==> config.mk <==
export PLATFORM = sky130hd
export DESIGN_NAME = decode_top
export DESIGN_NICKNAME = d
export VERILOG_FILES = /design/src/design/cpu_decode_pkg.sv /design/src/design/ir_fetch.sv /design/src/design/cycle_timer.sv /design/src/design/op_decoder.sv /design/src/design/strobe_gen.sv /design/src/design/decode_top.sv
export VERILOG_INCLUDE_DIRS = /design/src /design/src/design
export SDC_FILE = /design/constraint.sdc
export NUM_CORES = 1
export LEC_CHECK = 0
export BUFFER_PORTS_ARGS = -buffer_cell sky130_fd_sc_hd__buf_2
export CAP_MARGIN = 20
export CORE_MARGIN = 3
export CORE_UTILIZATION = 50
export CTS_CLUSTER_DIAMETER = 150
export DETAILED_ROUTE_END_ITERATION = 10
export GPL_TIMING_DRIVEN = 0
export PLACE_DENSITY = 0.88
export SETUP_SLACK_MARGIN = 0.3
export SLEW_MARGIN = 20
export SYNTH_ARGS = -nofsm -noshare
export SYNTH_HDL_FRONTEND = slang
export SYNTH_SLANG_ARGS = --single-unit
==> constraint.sdc <==
create_clock -name clk -period 3.68 [get_ports clk]
set_input_delay 0.552 -clock clk [delete_from_list [all_inputs] [get_ports clk]]
set_output_delay 0.552 -clock clk [all_outputs]
set_load 0.02 [all_outputs]
==> src/design/decode_consts.svh <==
`ifndef DECODE_CONSTS_SVH
`define DECODE_CONSTS_SVH

// Data bus and instruction register width
`define DATA_W 8

// Register file select, B C D E H L (HL) A
`define REG_SEL_W 3

// 16-bit address source select
// PC=000 BC=100 DE=101 HL=110
`define ADDR_SEL_W 3

// M-cycle counter width
// Longest kept instruction is LD rr,nn with 3 M-cycles
`define M_CNT_W 2

// Opcode held after reset, decodes as a one M-cycle NOP
`define NOP_OPCODE 8'h00

`endif

==> src/design/cpu_decode_pkg.sv <==
`default_nettype none

`include "decode_consts.svh"

package cpu_decode_pkg;

    typedef enum logic [1:0] {T1, T2, T3, T4} t_phase_e;

    typedef enum logic [`REG_SEL_W-1:0] {
        B = 3'd0, C = 3'd1, D = 3'd2, E = 3'd3,
        H = 3'd4, L = 3'd5, MEM_HL = 3'd6, A = 3'd7
    } reg_sel_e;

    // Same order as opcode bits 5..3
    typedef enum logic [2:0] {ADD, ADC, SUB, SBC, AND, XOR, OR, CP} alu_op_e;

    typedef enum logic [1:0] {SBUS = 2'd0, ALU = 2'd1, MEM = 2'd2} dbus_src_e;

    typedef enum logic [`ADDR_SEL_W-1:0] {
        PC = 3'b000, BC = 3'b100, DE = 3'b101, HL = 3'b110
    } addr_src_e;

    typedef enum logic [3:0] {
        OP_NOP, OP_LD_RR, OP_LD_R_HL, OP_LD_HL_R, OP_LD_R_N, OP_ALU_R,
        OP_ALU_HL, OP_ALU_N, OP_INC_R, OP_DEC_R, OP_LD_RR_NN
    } op_class_e;

    typedef struct packed {
        logic [`M_CNT_W-1:0] m_cycle;
        t_phase_e            t_phase;
        logic                last_m;   // Final M-cycle of the instruction
    } cycle_t;

    // What one M-cycle wants, before T-phase gating
    typedef struct packed {
        logic      mem_rd;
        logic      mem_wr;
        addr_src_e addr_sel;
        logic      reg_rd_en;
        reg_sel_e  reg_rd_addr;
        logic      reg_wr;
        reg_sel_e  reg_wr_addr;
        dbus_src_e src_sel;
        logic      alu_go;
        alu_op_e   alu_op;
        logic      alu_mem_src;  // Operand from memory bus
        logic      alu_incdec;
    } step_t;

    typedef struct packed {
        logic      rd_en;
        reg_sel_e  rd_addr;
        logic      wr_en;
        reg_sel_e  wr_addr;
        dbus_src_e src_sel;
    } reg_ctrl_t;

    typedef struct packed {
        logic    start;
        alu_op_e op;
        logic    mem_src;
        logic    incdec;
    } alu_ctrl_t;

    typedef struct packed {
        logic      rd;
        logic      wr;
        addr_src_e addr_sel;
    } mem_ctrl_t;

endpackage

`default_nettype wire

==> src/design/ir_fetch.sv <==
`timescale 1ns/1ps
`default_nettype none

`include "decode_consts.svh"

// Instruction register
// The opcode fetched in the final M-cycle becomes current at the next M1 T1
module ir_fetch (
    input  logic               clk,
    input  logic               rst,
    input  logic [`DATA_W-1:0] data_bus_in,
    input  logic               end_of_instr,
    output logic [`DATA_W-1:0] opcode
);

    logic [`DATA_W-1:0] ir_q;

    // Operand bytes read in earlier M-cycles pass by untouched
    always_ff @(posedge clk or negedge rst) begin
        if (!rst) begin
            ir_q <= `NOP_OPCODE;
        end else if (end_of_instr) begin
            ir_q <= data_bus_in;  // Byte read in final T3, still on the bus
        end
    end

    assign opcode = ir_q;

endmodule

`default_nettype wire

==> src/design/cycle_timer.sv <==
`timescale 1ns/1ps
`default_nettype none

`include "decode_consts.svh"

module cycle_timer import cpu_decode_pkg::*; (
    input  logic                clk,
    input  logic                rst,
    input  logic [`M_CNT_W-1:0] m_count,
    output cycle_t              cycle,
    output logic                end_of_instr
);

    logic [`M_CNT_W-1:0] m_q;
    t_phase_e            t_q;
    logic [`M_CNT_W-1:0] last_idx;
    logic                last_m;

    assign last_idx = m_count - `M_CNT_W'(1);  // Index of the final M-cycle
    assign last_m   = (m_q == last_idx);

    always_ff @(posedge clk or negedge rst) begin
        if (!rst) begin
            m_q <= '0;
            t_q <= T1;
        end else if (t_q == T4) begin
            t_q <= T1;
            // Wrap to M1 once the instruction is done
            m_q <= last_m ? '0 : m_q + `M_CNT_W'(1);
        end else begin
            t_q <= t_phase_e'(t_q + 2'd1);
        end
    end

    assign cycle.m_cycle = m_q;
    assign cycle.t_phase = t_q;
    assign cycle.last_m  = last_m;
    assign end_of_instr  = last_m && (t_q == T4);  // Opcode latch point

endmodule

`default_nettype wire

==> src/design/op_decoder.sv <==
`timescale 1ns/1ps
`default_nettype none

`include "decode_consts.svh"

module op_decoder import cpu_decode_pkg::*; (
    input  logic [`DATA_W-1:0]  opcode,
    input  cycle_t              cycle,
    output logic [`M_CNT_W-1:0] m_count,
    output step_t               step
);

    logic [1:0] prefix;
    logic [2:0] dst_f;
    logic [2:0] src_f;
    op_class_e  op_class;
    reg_sel_e   pair_lo;
    reg_sel_e   pair_hi;
    logic       first_m;

    assign prefix  = opcode[7:6];
    assign dst_f   = opcode[5:3];
    assign src_f   = opcode[2:0];
    assign pair_lo = reg_sel_e'({opcode[5:4], 1'b1});  // C, E or L
    assign pair_hi = reg_sel_e'({opcode[5:4], 1'b0});  // B, D or H
    assign first_m = (cycle.m_cycle == '0);

    always_comb begin
        op_class = OP_NOP;  // Anything unsupported
        case (prefix)
            2'b00: begin
                if (src_f == 3'b001 && !opcode[3] && opcode[5:4] != 2'b11)
                    op_class = OP_LD_RR_NN;
                else if (src_f == 3'b100 && dst_f != 3'b110)
                    op_class = OP_INC_R;
                else if (src_f == 3'b101 && dst_f != 3'b110)
                    op_class = OP_DEC_R;
                else if (src_f == 3'b110 && dst_f != 3'b110)
                    op_class = OP_LD_R_N;
            end
            2'b01: begin
                // 0x76 is HALT, left as NOP
                if (dst_f == 3'b110 && src_f != 3'b110)      op_class = OP_LD_HL_R;
                else if (src_f == 3'b110 && dst_f != 3'b110) op_class = OP_LD_R_HL;
                else if (src_f != 3'b110)                    op_class = OP_LD_RR;
            end
            2'b10: op_class = (src_f == 3'b110) ? OP_ALU_HL : OP_ALU_R;
            default: if (src_f == 3'b110) op_class = OP_ALU_N;
        endcase
    end

    always_comb begin
        case (op_class)
            OP_LD_R_HL, OP_LD_HL_R, OP_LD_R_N,
            OP_ALU_HL, OP_ALU_N:  m_count = `M_CNT_W'(2);
            OP_LD_RR_NN:          m_count = `M_CNT_W'(3);
            default:              m_count = `M_CNT_W'(1);
        endcase
    end

    // One step per M-cycle; the final M-cycle never touches memory
    always_comb begin
        step = '0;  // PC, SBUS, ADD and B as idle values
        case (op_class)
            OP_LD_RR: begin
                step.reg_rd_en   = 1'b1;
                step.reg_rd_addr = reg_sel_e'(src_f);
                step.reg_wr      = 1'b1;
                step.reg_wr_addr = reg_sel_e'(dst_f);
            end
            OP_LD_HL_R: if (first_m) begin
                step.mem_wr      = 1'b1;
                step.addr_sel    = HL;
                step.reg_rd_en   = 1'b1;
                step.reg_rd_addr = reg_sel_e'(src_f);  // Drives the write data
            end
            OP_LD_R_HL, OP_LD_R_N: begin
                if (first_m) begin
                    step.mem_rd   = 1'b1;
                    step.addr_sel = (op_class == OP_LD_R_HL) ? HL : PC;
                end else begin
                    step.reg_wr      = 1'b1;
                    step.reg_wr_addr = reg_sel_e'(dst_f);
                    step.src_sel     = MEM;
                end
            end
            OP_ALU_R, OP_ALU_HL, OP_ALU_N: begin
                if (op_class != OP_ALU_R && first_m) begin
                    step.mem_rd   = 1'b1;
                    step.addr_sel = (op_class == OP_ALU_HL) ? HL : PC;
                end else begin
                    step.alu_go      = 1'b1;
                    step.alu_op      = alu_op_e'(dst_f);
                    step.alu_mem_src = (op_class != OP_ALU_R);
                    step.reg_rd_en   = (op_class == OP_ALU_R);
                    step.reg_rd_addr = reg_sel_e'(src_f);
                    step.reg_wr      = 1'b1;
                    step.reg_wr_addr = A;  // Result back to the accumulator
                    step.src_sel     = ALU;
                end
            end
            OP_INC_R, OP_DEC_R: begin
                step.alu_go      = 1'b1;
                step.alu_op      = (op_class == OP_INC_R) ? ADD : SUB;
                step.alu_incdec  = 1'b1;
                step.reg_rd_en   = 1'b1;
                step.reg_rd_addr = reg_sel_e'(dst_f);
                step.reg_wr      = 1'b1;
                step.reg_wr_addr = reg_sel_e'(dst_f);
                step.src_sel     = ALU;
            end
            OP_LD_RR_NN: begin
                // Low byte lands in M2, high byte in M3
                step.mem_rd      = (cycle.m_cycle != `M_CNT_W'(2));
                step.reg_wr      = !first_m;
                step.reg_wr_addr = (cycle.m_cycle == `M_CNT_W'(1)) ? pair_lo : pair_hi;
                step.src_sel     = MEM;
            end
            default: ;
        endcase
    end

endmodule

`default_nettype wire

==> src/design/strobe_gen.sv <==
`timescale 1ns/1ps
`default_nettype none

module strobe_gen import cpu_decode_pkg::*; (
    input  cycle_t    cycle,
    input  step_t     step,
    output reg_ctrl_t reg_ctrl,
    output alu_ctrl_t alu_ctrl,
    output mem_ctrl_t mem_ctrl,
    output logic      pc_wr_en
);

    logic      in_t3;
    logic      in_t4;
    logic      rd_req;
    addr_src_e addr;

    assign in_t3 = (cycle.t_phase == T3);
    assign in_t4 = (cycle.t_phase == T4);

    // Final M-cycle always carries the next opcode fetch
    assign rd_req = step.mem_rd | cycle.last_m;
    assign addr   = cycle.last_m ? PC : step.addr_sel;

    // Memory bus, strobes in T3 only
    assign mem_ctrl.rd       = rd_req & in_t3;
    assign mem_ctrl.wr       = step.mem_wr & in_t3;
    assign mem_ctrl.addr_sel = addr;

    // Step PC once the byte at PC has been taken
    assign pc_wr_en = in_t4 & rd_req & (addr == PC);

    assign reg_ctrl.rd_en   = step.reg_rd_en;
    assign reg_ctrl.rd_addr = step.reg_rd_addr;
    assign reg_ctrl.wr_en   = step.reg_wr & (in_t3 | in_t4);  // Write back in T3/T4
    assign reg_ctrl.wr_addr = step.reg_wr_addr;
    assign reg_ctrl.src_sel = step.src_sel;

    // ALU runs T2 through T4
    assign alu_ctrl.start   = step.alu_go & (cycle.t_phase != T1);
    assign alu_ctrl.op      = step.alu_op;
    assign alu_ctrl.mem_src = step.alu_mem_src;
    assign alu_ctrl.incdec  = step.alu_incdec;

endmodule

`default_nettype wire

==> src/design/decode_top.sv <==
`timescale 1ns/1ps
`default_nettype none

`include "decode_consts.svh"

module decode_top import cpu_decode_pkg::*; (
    input  logic               clk,
    input  logic               rst,
    input  logic [`DATA_W-1:0] data_bus_in,
    output reg_ctrl_t          reg_ctrl,
    output alu_ctrl_t          alu_ctrl,
    output mem_ctrl_t          mem_ctrl,
    output logic               pc_wr_en,
    output cycle_t             cycle
);

    logic [`DATA_W-1:0]  opcode;
    logic                end_of_instr;
    logic [`M_CNT_W-1:0] m_count;
    step_t               step;

    ir_fetch u_ir_fetch (
        .clk          (clk),
        .rst          (rst),
        .data_bus_in  (data_bus_in),
        .end_of_instr (end_of_instr),
        .opcode       (opcode)
    );

    cycle_timer u_cycle_timer (
        .clk          (clk),
        .rst          (rst),
        .m_count      (m_count),
        .cycle        (cycle),
        .end_of_instr (end_of_instr)
    );

    // Decode and strobe paths are combinational from the two registers
    op_decoder u_op_decoder (
        .opcode  (opcode),
        .cycle   (cycle),
        .m_count (m_count),
        .step    (step)
    );

    strobe_gen u_strobe_gen (
        .cycle    (cycle),
        .step     (step),
        .reg_ctrl (reg_ctrl),
        .alu_ctrl (alu_ctrl),
        .mem_ctrl (mem_ctrl),
        .pc_wr_en (pc_wr_en)
    );

endmodule

`default_nettype wire

* Word-level counts from Yosys, hierarchy flattened
Cells that the tools add are included.
Cells by class: $add $sub $neg 3, multipliers 0, divide/modulo/power cells 0, magnitude comparators 0, equal/unequal tests 26, shift operators 0, muxes and demuxes 34, bitwise gates (word level) 8, reduce and logical (&&, ||, !) cells 19
Operators by type and width (number):
- 4-bit one-hot mux with 4 select lines | 2
- 3-bit 2-to-1 mux | 7
- 4-bit 2-to-1 mux | 5
- 4-bit by 3-bit == test with 1-bit output, second input constant | 4
- 15-bit 2-to-1 mux | 1
- 3-bit == test, second input constant | 4
- 4-bit == test, second input constant | 3
- 4-bit one-hot mux with 3 select lines | 1
- 3-bit one-hot mux with 3 select lines | 1
- 4-bit by 2-bit == test with 1-bit output, second input constant | 2
- 1-bit logical AND | 8
- 2-bit 2-to-1 mux | 4
- 8-bit 2-to-1 mux | 1
- 2-bit one-hot mux with 4 select lines | 1
- 4-bit one-hot mux with 2 select lines | 1
- 1-bit 2-to-1 mux | 7
- 1-bit bitwise AND | 6
- 2-bit == test, second input constant | 3
- 6-bit 2-to-1 mux | 1
- 3-bit inequality test, second input constant | 2
- 3-bit OR reduction | 2
- 5-bit OR reduction | 1
- 2-bit by 1-bit adder with 2-bit output, second input constant | 2
- 2-bit by 1-bit == test with 1-bit output, second input constant | 2
- 14 further kinds | 19
Storage, ports and cells: bits in registers 12, latch bits 0, RAM bits 0, memory bits (read-only) 0, bits of input ports 10, output and inout bits 27, word-level logic and storage cells 93, memories kept 0

* Depth between registers and ports, before layout
Gate-level depths: netlist of run 1.
word-level depth 15, depth in mapped cells 10, depth with buffers taken out 9

* Modules after synthesis
From an unflattened synthesis of run 1, not the netlist that was laid out.
Unflattened totals: cell total of the unflattened synthesis 141, area, all modules 1216.2 µm²
Modules (own cells, without submodules):
- op_decoder | instances 1, cells an instance 80, area each 491.7 µm², seq. area each 0.0 µm²
- ir_fetch | instances 1, cells an instance 17, area each 331.6 µm², seq. area each 200.2 µm²
- cycle_timer | instances 1, cells an instance 20, area each 210.2 µm², seq. area each 100.1 µm²
- strobe_gen | instances 1, cells an instance 24, area each 182.7 µm², seq. area each 0.0 µm²

* Worst setup path before layout of run 1
Ideal clock, no wire load.
path type register to output, start register u_ir_fetch.ir_q[2], in the netlist u_ir_fetch.opcode[2], end output mem_ctrl[2] (netlist bit), arrival time 2.512 ns, data required time 3.128 ns, slack 0.616 ns, cell stages (with the launch flop) 11, buffers on the path 1, cells stage by stage dfrtp_1 nand3b_2 clkinv_2 ha_1 inv_1 a221oi_1 a2111oi_0 a211o_1 nor3_1 nor2_1 buf_4
RTL lines:
- start: declaration | line ir_fetch.sv:16 | logic [`DATA_W-1:0] ir_q;
- start signal: assignment | line ir_fetch.sv:21 | ir_q <= `NOP_OPCODE;
- start signal: assignment | line ir_fetch.sv:23 | ir_q <= data_bus_in;
- end: declaration | line decode_top.sv:12 | output mem_ctrl_t mem_ctrl,

==> impl_metrics.json, run 1 <==
{
  "io_buffers": 35,
  "setup_tns_ns": 0,
  "status": "completed",
  "start_kind": "flop",
  "synth_cells": 132,
  "drt-total-wl_mm": 3.69,
  "grt_max_degree": 13,
  "maxSlewViolCount": 0,
  "synth_top_cell_area_share_pct": 25.9,
  "grt_pass1_vias": 1151,
  "synth_nets": 149,
  "drc_errors": 0,
  "antenna_found_initial": 0,
  "path_clk_slew_ns": 0.08,
  "worstPathCellList": "nand3b_1 > ha_4 > inv_1 > a221oi_4 > a2111oi_0 > a211o_1 > nor3_4 > nor2_1 > buf_4 > buf_2",
  "layout-drive-gt1-share_pct": 43.4,
  "cpMaxStageDelayCell": "dfrtp_2",
  "arrival_ns": 2.82,
  "wl_per_cell_um": 17.7,
  "final.min_clock_period_ns": 3.37,
  "cap_viol_max_count": 0,
  "path_max_fanout": 6,
  "ios": 37,
  "cts_tree": "done",
  "fin_nets": 200,
  "avgSynthCellArea_um2": 8.79,
  "timing.fmax_ghz": 0.297,
  "cts_buffers": 3,
  "worstHoldPathType": "in2async",
  "ys_types": 46,
  "ctsHtreeMaxLevel": 1,
  "gr-total-overflow": 0,
  "path_class": "reg2out",
  "core_um2": 2080,
  "async_flop_share_pct": 100,
  "gp_congestion": 0.898,
  "critical_path.max_stage_delay_ns": 0.45,
  "ys_seq_area_share_pct": 25.9,
  "synthFlopType": "dfrtp_1",
  "ant_nets": 0,
  "slew_headroom_pct": 64.4,
  "crit_family": "compound AO/OA/AOI/OAI gates",
  "synth_edf_count": 0,
  "synthTopCellsByArea": "dfrtp_1 26%, mux2_4 10%, ha_1 7.6%, nand2_1 3.2%, a22o_1 3.0%",
  "tightest_slew_ns": 0.532,
  "n_antenna_cell": 0,
  "finalHoldViolations": 0,
  "die_y_um": 54.2,
  "die-area_um2": 2930,
  "clk_latency_ns": 0.29,
  "crit_path_end_kind": "output pin",
  "initial_utilization_pct": 55.7,
  "worst-path-buf-inv": 3,
  "synth-seq-cells": 12,
  "final_util_pct": 76.0,
  "yosys_warnings": 0,
  "finalCritPeriodShare_pct": 91.5,
  "synth_area_um2": 1160,
  "grt_usage_pct": 26.2,
  "rows": 16,
  "grt_pass1_wl_mm": 5.44,
  "dr.pass1.iters": 4,
  "post_drt_via_cell_ratio": 6.16,
  "synthToLayoutAreaGrowth_pct": 36.5,
  "clock_sinks": 12,
  "worstPathRequired_ns": 3.13,
  "skew_ns": 0.00230,
  "setup_viol": 0,
  "synth_top_area_cell": "dfrtp_1",
  "root_buffer": "clkbuf_4",
  "drt-initial-drc-count": 56,
  "dieWidth_um": 54.2,
  "hpwl_mm": 2.43,
  "rsz0062_at_grt": "yes",
  "vias": 1287,
  "cts.path.max_buffers": 2
}
==> what timing repair did <==
item,in CTS,in global routing
setup endpoints to repair,9,9
gates resized for setup,8,10
pin swaps,1,4
hold buffers,0,0
buffers inserted,2,9
==> path summary, 6_finish.rpt <==
kind,start,end,slack (ns),cells after the start
setup / recovery,u_ir_fetch.opcode[3]$_DFFE_PN0P_,mem_ctrl[2],0.31,10
hold / removal,rst,u_ir_fetch.opcode[0]$_DFFE_PN0P_,0.14,1
setup reg to reg,u_ir_fetch.opcode[3]$_DFFE_PN0P_,u_ir_fetch.opcode[1]$_DFFE_PN0P_,0.56,10
hold reg to reg,u_cycle_timer.t_q[0]$_DFF_PN0_,u_cycle_timer.t_q[0]$_DFF_PN0_,0.52,1
max in group asynchronous,rst,u_ir_fetch.opcode[5]$_DFFE_PN0P_,3.29,1
min in group clk,data_bus_in[2],u_ir_fetch.opcode[2]$_DFFE_PN0P_,0.49,2
==> final cells by class <==
class / instances / area [um^2]
plain buffers: 10 / 61.3
clock buffers: 4 / 36.3
fillers: 143 / 499
inverters: 10 / 40.0
multi-input cells: 100 / 848
flip-flops and latches: 12 / 305
well taps: 27 / 33.8
repair buffers: 46 / 258
==> cells by family after synthesis <==
kind of cell             after synthesis  synth area share [%]
flip-flops                            12                  25.9
other                                  1                 0.323
adder cells (fa/ha/maj)                7                  7.55
multiplexers                           9                  11.2
XOR/XNOR                               3                  2.27
buffers and inverters                 20                  8.63
AND/OR/NAND/NOR                       42                  20.2
AO/OA/AOI/OAI                         38                  23.9
==> metrics by stage <==
step	hold WS (ns)	cell area, um^2	setup slack (ns)	cells
after floorplan	0.256	1160	0.616	132
after global placement	0.435	1370	0.250	194
after detailed placement	0.444	1370	0.215	194
after CTS	0.135	1470	0.311	200
after global routing	0.143	1580	0.172	209
final	0.137	1580	0.313	209
==> per-layer routing <==
metal	wire length (um)	part of all wire [%]	GRT usage (%)
met1	1460	40	34.3
met2	1740	47	41.0
met3	325	8.8	4.71
met4	161	4.4	12.4
met5	0	0	0
==> worst reg2reg max path: stages (launching register included) <==
cell       delay (ns)
dfrtp_2          0.45
nand3b_1         0.25
ha_4             0.32
inv_1            0.07
a221oi_4         0.33
a2111oi_0        0.12
a211o_1          0.34
buf_4            0.15
or4b_1           0.49
buf_6            0.18
mux2_4           0.31
==> synth_stat cells (2+ instances only) <==
cell type  number
nand3_1         3
inv_1           9
nor4_1          2
a211oi_1        2
a31oi_1         2
o22a_1          3
nand2_1        10
o21ai_0         6
ha_1            7
a21oi_1         5
mux2_4          8
nor2_1          7
nand2b_1        3
a22o_1          4
a21o_1          2
o22ai_1         3
nor2b_1         2
clkbuf_1        4
dfrtp_1        12
buf_4           4
and3_1          2
a211o_1         2
and2_1          3
nor3_1          3
xnor2_1         3
==> flip-flops by register name, summed over array words and instances (netlist names) <==
register and count:
u_cycle_timer.m_q 2, u_ir_fetch.opcode 8, u_cycle_timer.t_q 2
==> placed cells by master, fill, tap and decap left out, drive strengths merged, types with 2 or more instances in the layout <==
cell | Yosys | final
buf | 6 | 52
dfrtp | 12 | 12
nand2 | 10 | 10
inv | 9 | 10
mux2 | 8 | 8
clkbuf | 4 | 8
nor2 | 7 | 7
ha | 7 | 7
o21ai | 6 | 6
a21oi | 5 | 5
a22o | 4 | 4
xnor2 | 3 | 3
nand2b | 3 | 3
nand3 | 3 | 3
and2 | 3 | 3
o22a | 3 | 3
nor3 | 3 | 3
o22ai | 3 | 3
nor2b | 2 | 2
and3 | 2 | 2
a21o | 2 | 2
a211o | 2 | 2
nand3b | 2 | 2
a211oi | 2 | 2
a31oi | 2 | 2
nor4 | 2 | 2
Power of run 1 is left out: the tool's default activity adds up to more than one toggle a clock period on the data nets, which glitch-free logic cannot reach.
==> inputs of run 2 (changes only) <==
--- a/config.mk
+++ b/config.mk
@@ -10,6 +10,7 @@
 export CAP_MARGIN = 20
 export CORE_MARGIN = 3
 export CORE_UTILIZATION = 50
+export CTS_BUF_LIST = sky130_fd_sc_hd__clkbuf_16
 export CTS_CLUSTER_DIAMETER = 150
 export DETAILED_ROUTE_END_ITERATION = 10
 export GPL_TIMING_DRIVEN = 0
==> run 2 against run 1 <==
Wire length grew 9.9%. First-iteration DRC count grew 59%. Via count grew 1.2%. Non-clock buffer count unchanged. Highest routed layer unchanged. Final area up 4.3%.
==> impl_metrics.json, run 2 (same netlist as run 1, synthesis figures left out) <==
{
  "drt-initial-drc-count": 89,
  "gp_congestion": 0.898,
  "post_drt_via_cell_ratio": 6.23,
  "cts.path.max_buffers": 2,
  "grt_pass1_vias": 1209,
  "n_fill_cell": 130,
  "grt_usage_pct": 29.8,
  "gr-total-overflow": 0,
  "dr.pass1.iters": 4,
  "finalCritPeriodShare_pct": 89.4,
  "grt-busiest-layer": "met2",
  "skew_ns": 0.00252,
  "use_met2_pct": 47.4,
  "path_max_fanout": 4,
  "synthToLayoutAreaGrowth_pct": 42.3,
  "mostFrequentLayoutCells": "36 x buf_2, 15 x buf_4, 10 x nand2_1",
  "layout-drive-gt1-share_pct": 45.1,
  "root_buffer": "clkbuf_16",
  "die_y_um": 54.2,
  "wl_per_cell_um": 19.4,
  "critical_path.max_stage_delay_ns": 0.42,
  "status": "completed",
  "n_antenna_cell": 0,
  "cpMaxStageDelayCell": "dfrtp_2",
  "rows": 16,
  "final_util_pct": 79.3,
  "clock_sinks": 12,
  "drt-total-wl_mm": 4.06,
  "ctsHtreeMaxLevel": 1,
  "worstPathCellList": "nand3b_1 > ha_4 > inv_1 > a221oi_4 > a21oi_1 > a31oi_2 > o22ai_4 > a221o_1 > buf_2",
  "final.min_clock_period_ns": 3.29,
  "hold_slack_ns": 0.193,
  "reg2reg_depth": 9,
  "r2r-end": "u_ir_fetch.opcode[1]$_DFFE_PN0P_",
  "grt_pass1_wl_mm": 6.17,
  "finalNonFillerCells": 209,
  "maxSlewViolCount": 0,
  "path_class": "reg2out",
  "core_um2": 2080,
  "ant_nets": 0,
  "fin_nets": 200,
  "crit_path_end_kind": "output pin",
  "timing.fmax_ghz": 0.304,
  "setup_tns_ns": 0,
  "largest_reg_flops": 8,
  "multi_input_area_um2": 872,
  "clk_latency_ns": 0.24,
  "worstPathRequired_ns": 3.13,
  "final_common_cell": "buf_2",
  "ios": 37,
  "drc_errors": 0,
  "antenna_found_initial": 0,
  "io_buffers": 35,
  "hpwl_mm": 2.43,
  "arrival_ns": 2.74,
  "tightest_slew_ns": 0.691,
  "dieWidth_um": 54.2,
  "worstHoldPathType": "in2async",
  "worstReg2RegStart": "u_ir_fetch.opcode[3]$_DFFE_PN0P_",
  "place_inst": 194,
  "met1_usage_pct": 38.9,
  "rsz0062_at_grt": "no",
  "path_clk_slew_ns": 0.05,
  "met3_usage_pct": 5.26,
  "initial_utilization_pct": 55.7,
  "die-area_um2": 2930,
  "slew_headroom_pct": 53.5,
  "vias": 1303,
  "finalHoldViolations": 0,
  "seq_area_um2": 308,
  "start_kind": "flop",
  "cts_tree": "done",
  "regToRegSetupSlack_ns": 0.69,
  "grt_max_degree": 13,
  "cap_viol_max_count": 0,
  "setup_viol": 0,
  "cts_buffers": 3
}
[run 2: cell count changes in the layout (fill, tap and decap cells not counted), moves of 2 or more]
cell,delta
clkbuf_16,+3
clkbuf_4,-3
dfrtp_1,-2
dfrtp_2,+2
[run 2: what timing repair did]
item                                    4_1_cts  5_1_grt
resized for setup                             7       16
cloned                                        0        0
endpoints found under the setup margin        9       13
pin swaps                                     1        6
hold buffers                                  0        0
buffers inserted                              0       11
[run 2: how the worst max path moves through the flow]
stage	startpoint	to	slack [ns]	depth (start not counted)
finish	u_ir_fetch.opcode[3]$_DFFE_PN0P_	reg_ctrl[2]	0.39	9
global route	u_ir_fetch.opcode[3]$_DFFE_PN0P_	reg_ctrl[2]	0.25	9
CTS	u_ir_fetch.opcode[3]$_DFFE_PN0P_	reg_ctrl[2]	0.32	9
detailed placement	u_ir_fetch.opcode[2]$_DFFE_PN0P_	mem_ctrl[2]	0.21	11
global placement	u_ir_fetch.opcode[2]$_DFFE_PN0P_	mem_ctrl[2]	0.25	11
floorplan	u_ir_fetch.opcode[2]$_DFFE_PN0P_	mem_ctrl[2]	0.62	10
[run 2: critical path, delay by kind of cell, from the launching register on]
kind / cells / cell delay (ns)
adders and majority gates: 1 / 0.34
DFF: 1 / 0.42
buffers and inverters: 2 / 0.22
and+or+nand+nor: 1 / 0.27
AOI/OAI and AO/OA: 5 / 1.25
[run 2: stage by stage]
step	setup slack [ns]	area (um^2)
after floorplan	0.616	1160
after global placement	0.250	1370
after detailed placement	0.215	1370
after CTS	0.324	1490
after global routing	0.254	1650
final	0.390	1650
[run 2: per-layer routing]
layer  share of wire (%)  vias to the layer above
met4                 3.3                        0
met2                  46                      103
met5                   0                        -
met3                 8.9                       22
li1                    -                      580
met1                  42                      598
[run 2: final cells by class]
| type | instances | share of cell area (%) |
|---|---|---|
| inverter | 10 | 2.35 |
| clock buffer | 3 | 4.55 |
| multi-input combinational | 100 | 52.8 |
| buffer | 10 | 3.71 |
| sequential | 12 | 18.7 |
| tap | 27 | 2.05 |
| timing repair buffer | 46 | 15.6 |
| clock inverter | 1 | 0.227 |
Power of run 2 is left out for the same reason.
==> inputs of run 3 (changes only) <==
--- a/config.mk
+++ b/config.mk
@@ -8,8 +8,10 @@
 export LEC_CHECK = 0
 export BUFFER_PORTS_ARGS = -buffer_cell sky130_fd_sc_hd__buf_2
 export CAP_MARGIN = 20
+export CELL_PAD_IN_SITES_DETAIL_PLACEMENT = 1
+export CELL_PAD_IN_SITES_GLOBAL_PLACEMENT = 1
 export CORE_MARGIN = 3
-export CORE_UTILIZATION = 50
+export CORE_UTILIZATION = 37
 export CTS_BUF_LIST = sky130_fd_sc_hd__clkbuf_16
 export CTS_CLUSTER_DIAMETER = 150
 export DETAILED_ROUTE_END_ITERATION = 10
==> run 3 against run 2 <==
Setup slack got worse by 0.078 ns. Critical endpoint is now mem_ctrl[2]. Cell count up 7.7%. Sequential share of layout area decreased by 0.37 points.
==> impl_metrics.json, run 3 (same netlist as run 1, synthesis figures left out) <==
{
  "gr-total-overflow": 0,
  "cts_tree": "done",
  "use_met2_pct": 37.7,
  "drt-initial-drc-count": 39,
  "dieWidth_um": 62.0,
  "layout-drive-gt1-share_pct": 45.4,
  "gp_congestion": 0.871,
  "slew_headroom_pct": 57.1,
  "crit_family": "compound AO/OA/AOI/OAI gates",
  "n_fill_cell": 333,
  "worstPathCellList": "nand3b_1 > ha_4 > inv_1 > a221oi_4 > a2111oi_1 > a211o_1 > nor3_4 > nor2_1 > buf_4 > buf_2",
  "status": "completed",
  "finalCritPeriodShare_pct": 91.5,
  "worstHoldPathType": "in2async",
  "met1_usage_pct": 28.4,
  "setup_tns_ns": 0,
  "hold_buffers": 0,
  "drc_errors": 0,
  "worstPathRequired_ns": 3.13,
  "largest_reg_flops": 8,
  "core_um2": 2880,
  "initial_utilization_pct": 40.3,
  "critical_path.max_stage_delay_ns": 0.45,
  "mostFrequentLayoutCells": "36 x buf_2, 16 x buf_4, 10 x nand2_1",
  "post_drt_via_cell_ratio": 5.77,
  "grt_usage_pct": 22.8,
  "cts_buffers": 3,
  "die_y_um": 62.0,
  "cp.depth": 10,
  "die-area_um2": 3840,
  "arrival_ns": 2.82,
  "finalHoldViolations": 0,
  "final_common_cell": "buf_2",
  "ios": 37,
  "hpwl_mm": 2.86,
  "reg2reg_depth": 10,
  "root_buffer": "clkbuf_16",
  "maxSlewViolCount": 0,
  "crit_path_end_kind": "output pin",
  "fin_nets": 201,
  "grt_pass1_vias": 1302,
  "met3_usage_pct": 3.31,
  "worst-path-buf-inv": 3,
  "start_kind": "flop",
  "ant_nets": 0,
  "grt_pass1_wl_mm": 6.34,
  "rows": 19,
  "ctsHtreeMaxLevel": 1,
  "io_buffers": 35,
  "final.min_clock_period_ns": 3.37,
  "wl_per_cell_um": 22.0,
  "vias": 1299,
  "grt_max_degree": 13,
  "grt-busiest-layer": "met2",
  "dr.pass1.iters": 4,
  "rsz0062_at_grt": "no",
  "cts.path.max_buffers": 2,
  "path_clk_slew_ns": 0.05,
  "setup_viol": 0,
  "tightest_slew_ns": 0.640,
  "cpMaxStageDelayCell": "dfrtp_2",
  "antenna_found_initial": 0,
  "timing.fmax_ghz": 0.297,
  "n_antenna_cell": 0,
  "clock_sinks": 12,
  "skew_ns": 0.00352,
  "cap_viol_max_count": 0,
  "drt-total-wl_mm": 4.94,
  "synthToLayoutAreaGrowth_pct": 45.2,
  "path_class": "reg2out",
  "path_max_fanout": 5,
  "clk_latency_ns": 0.24
}
run 3: metal layers:
layer | vias to the layer above | wire [um]
li1 | 582 | -
met1 | 641 | 1980
met2 | 55 | 2570
met3 | 21 | 205
met4 | 0 | 185
met5 | - | 0
run 3: final timing paths:
path	slack [ns]	from	end
max	0.31	u_ir_fetch.opcode[3]$_DFFE_PN0P_	mem_ctrl[2]
min	0.19	rst	u_ir_fetch.opcode[1]$_DFFE_PN0P_
max reg2reg	0.53	u_ir_fetch.opcode[3]$_DFFE_PN0P_	u_ir_fetch.opcode[0]$_DFFE_PN0P_
min reg2reg	0.51	u_cycle_timer.t_q[0]$_DFF_PN0_	u_cycle_timer.t_q[0]$_DFF_PN0_
max in group asynchronous	3.23	rst	u_ir_fetch.opcode[4]$_DFFE_PN0P_
min in group clk	0.51	u_cycle_timer.t_q[0]$_DFF_PN0_	u_cycle_timer.t_q[0]$_DFF_PN0_
run 3: stage by stage:
step	cell area, um^2	utilization [%]	instances	hold slack, ns	setup WS, ns
global placement	1390	48.2	209	0.439	0.235
floorplan	1160	-	132	0.256	0.616
detailed placement	1390	48.2	209	0.453	0.161
finish	1680	58.5	225	0.193	0.312
global route	1680	58.5	225	0.199	0.215
CTS	1530	53.2	214	0.197	0.265
run 3: area by class of cell:
type                       instances  area [um^2]  area share (%)
timing repair buffer              47          265            15.8
clock buffer                       3         75.1            4.46
buffer                            10         61.3            3.64
multi-input combinational        100          878            52.2
sequential                        12          308            18.3
clock inverter                     1         3.75           0.223
inverter                          10         40.0            2.38
tap                               42         52.6            3.12
run 3: worst reg2reg max path, stage by stage (launching register included):
cell and delay (ns):
dfrtp_2 0.45, nand3b_1 0.27, ha_4 0.33, inv_1 0.07, a221oi_4 0.32, a2111oi_1 0.11
a211o_1 0.35, buf_4 0.15, or4b_1 0.49, buf_6 0.18, mux2_4 0.31
run 3: repair_timing:
| action | CTS | global route |
|---|---|---|
| setup endpoints to repair | 9 | 9 |
| cloned | 0 | 0 |
| pin swaps | 0 | 6 |
| buffers inserted | 1 | 11 |
| gates resized for setup | 8 | 18 |
Power of run 3 is left out for the same reason.
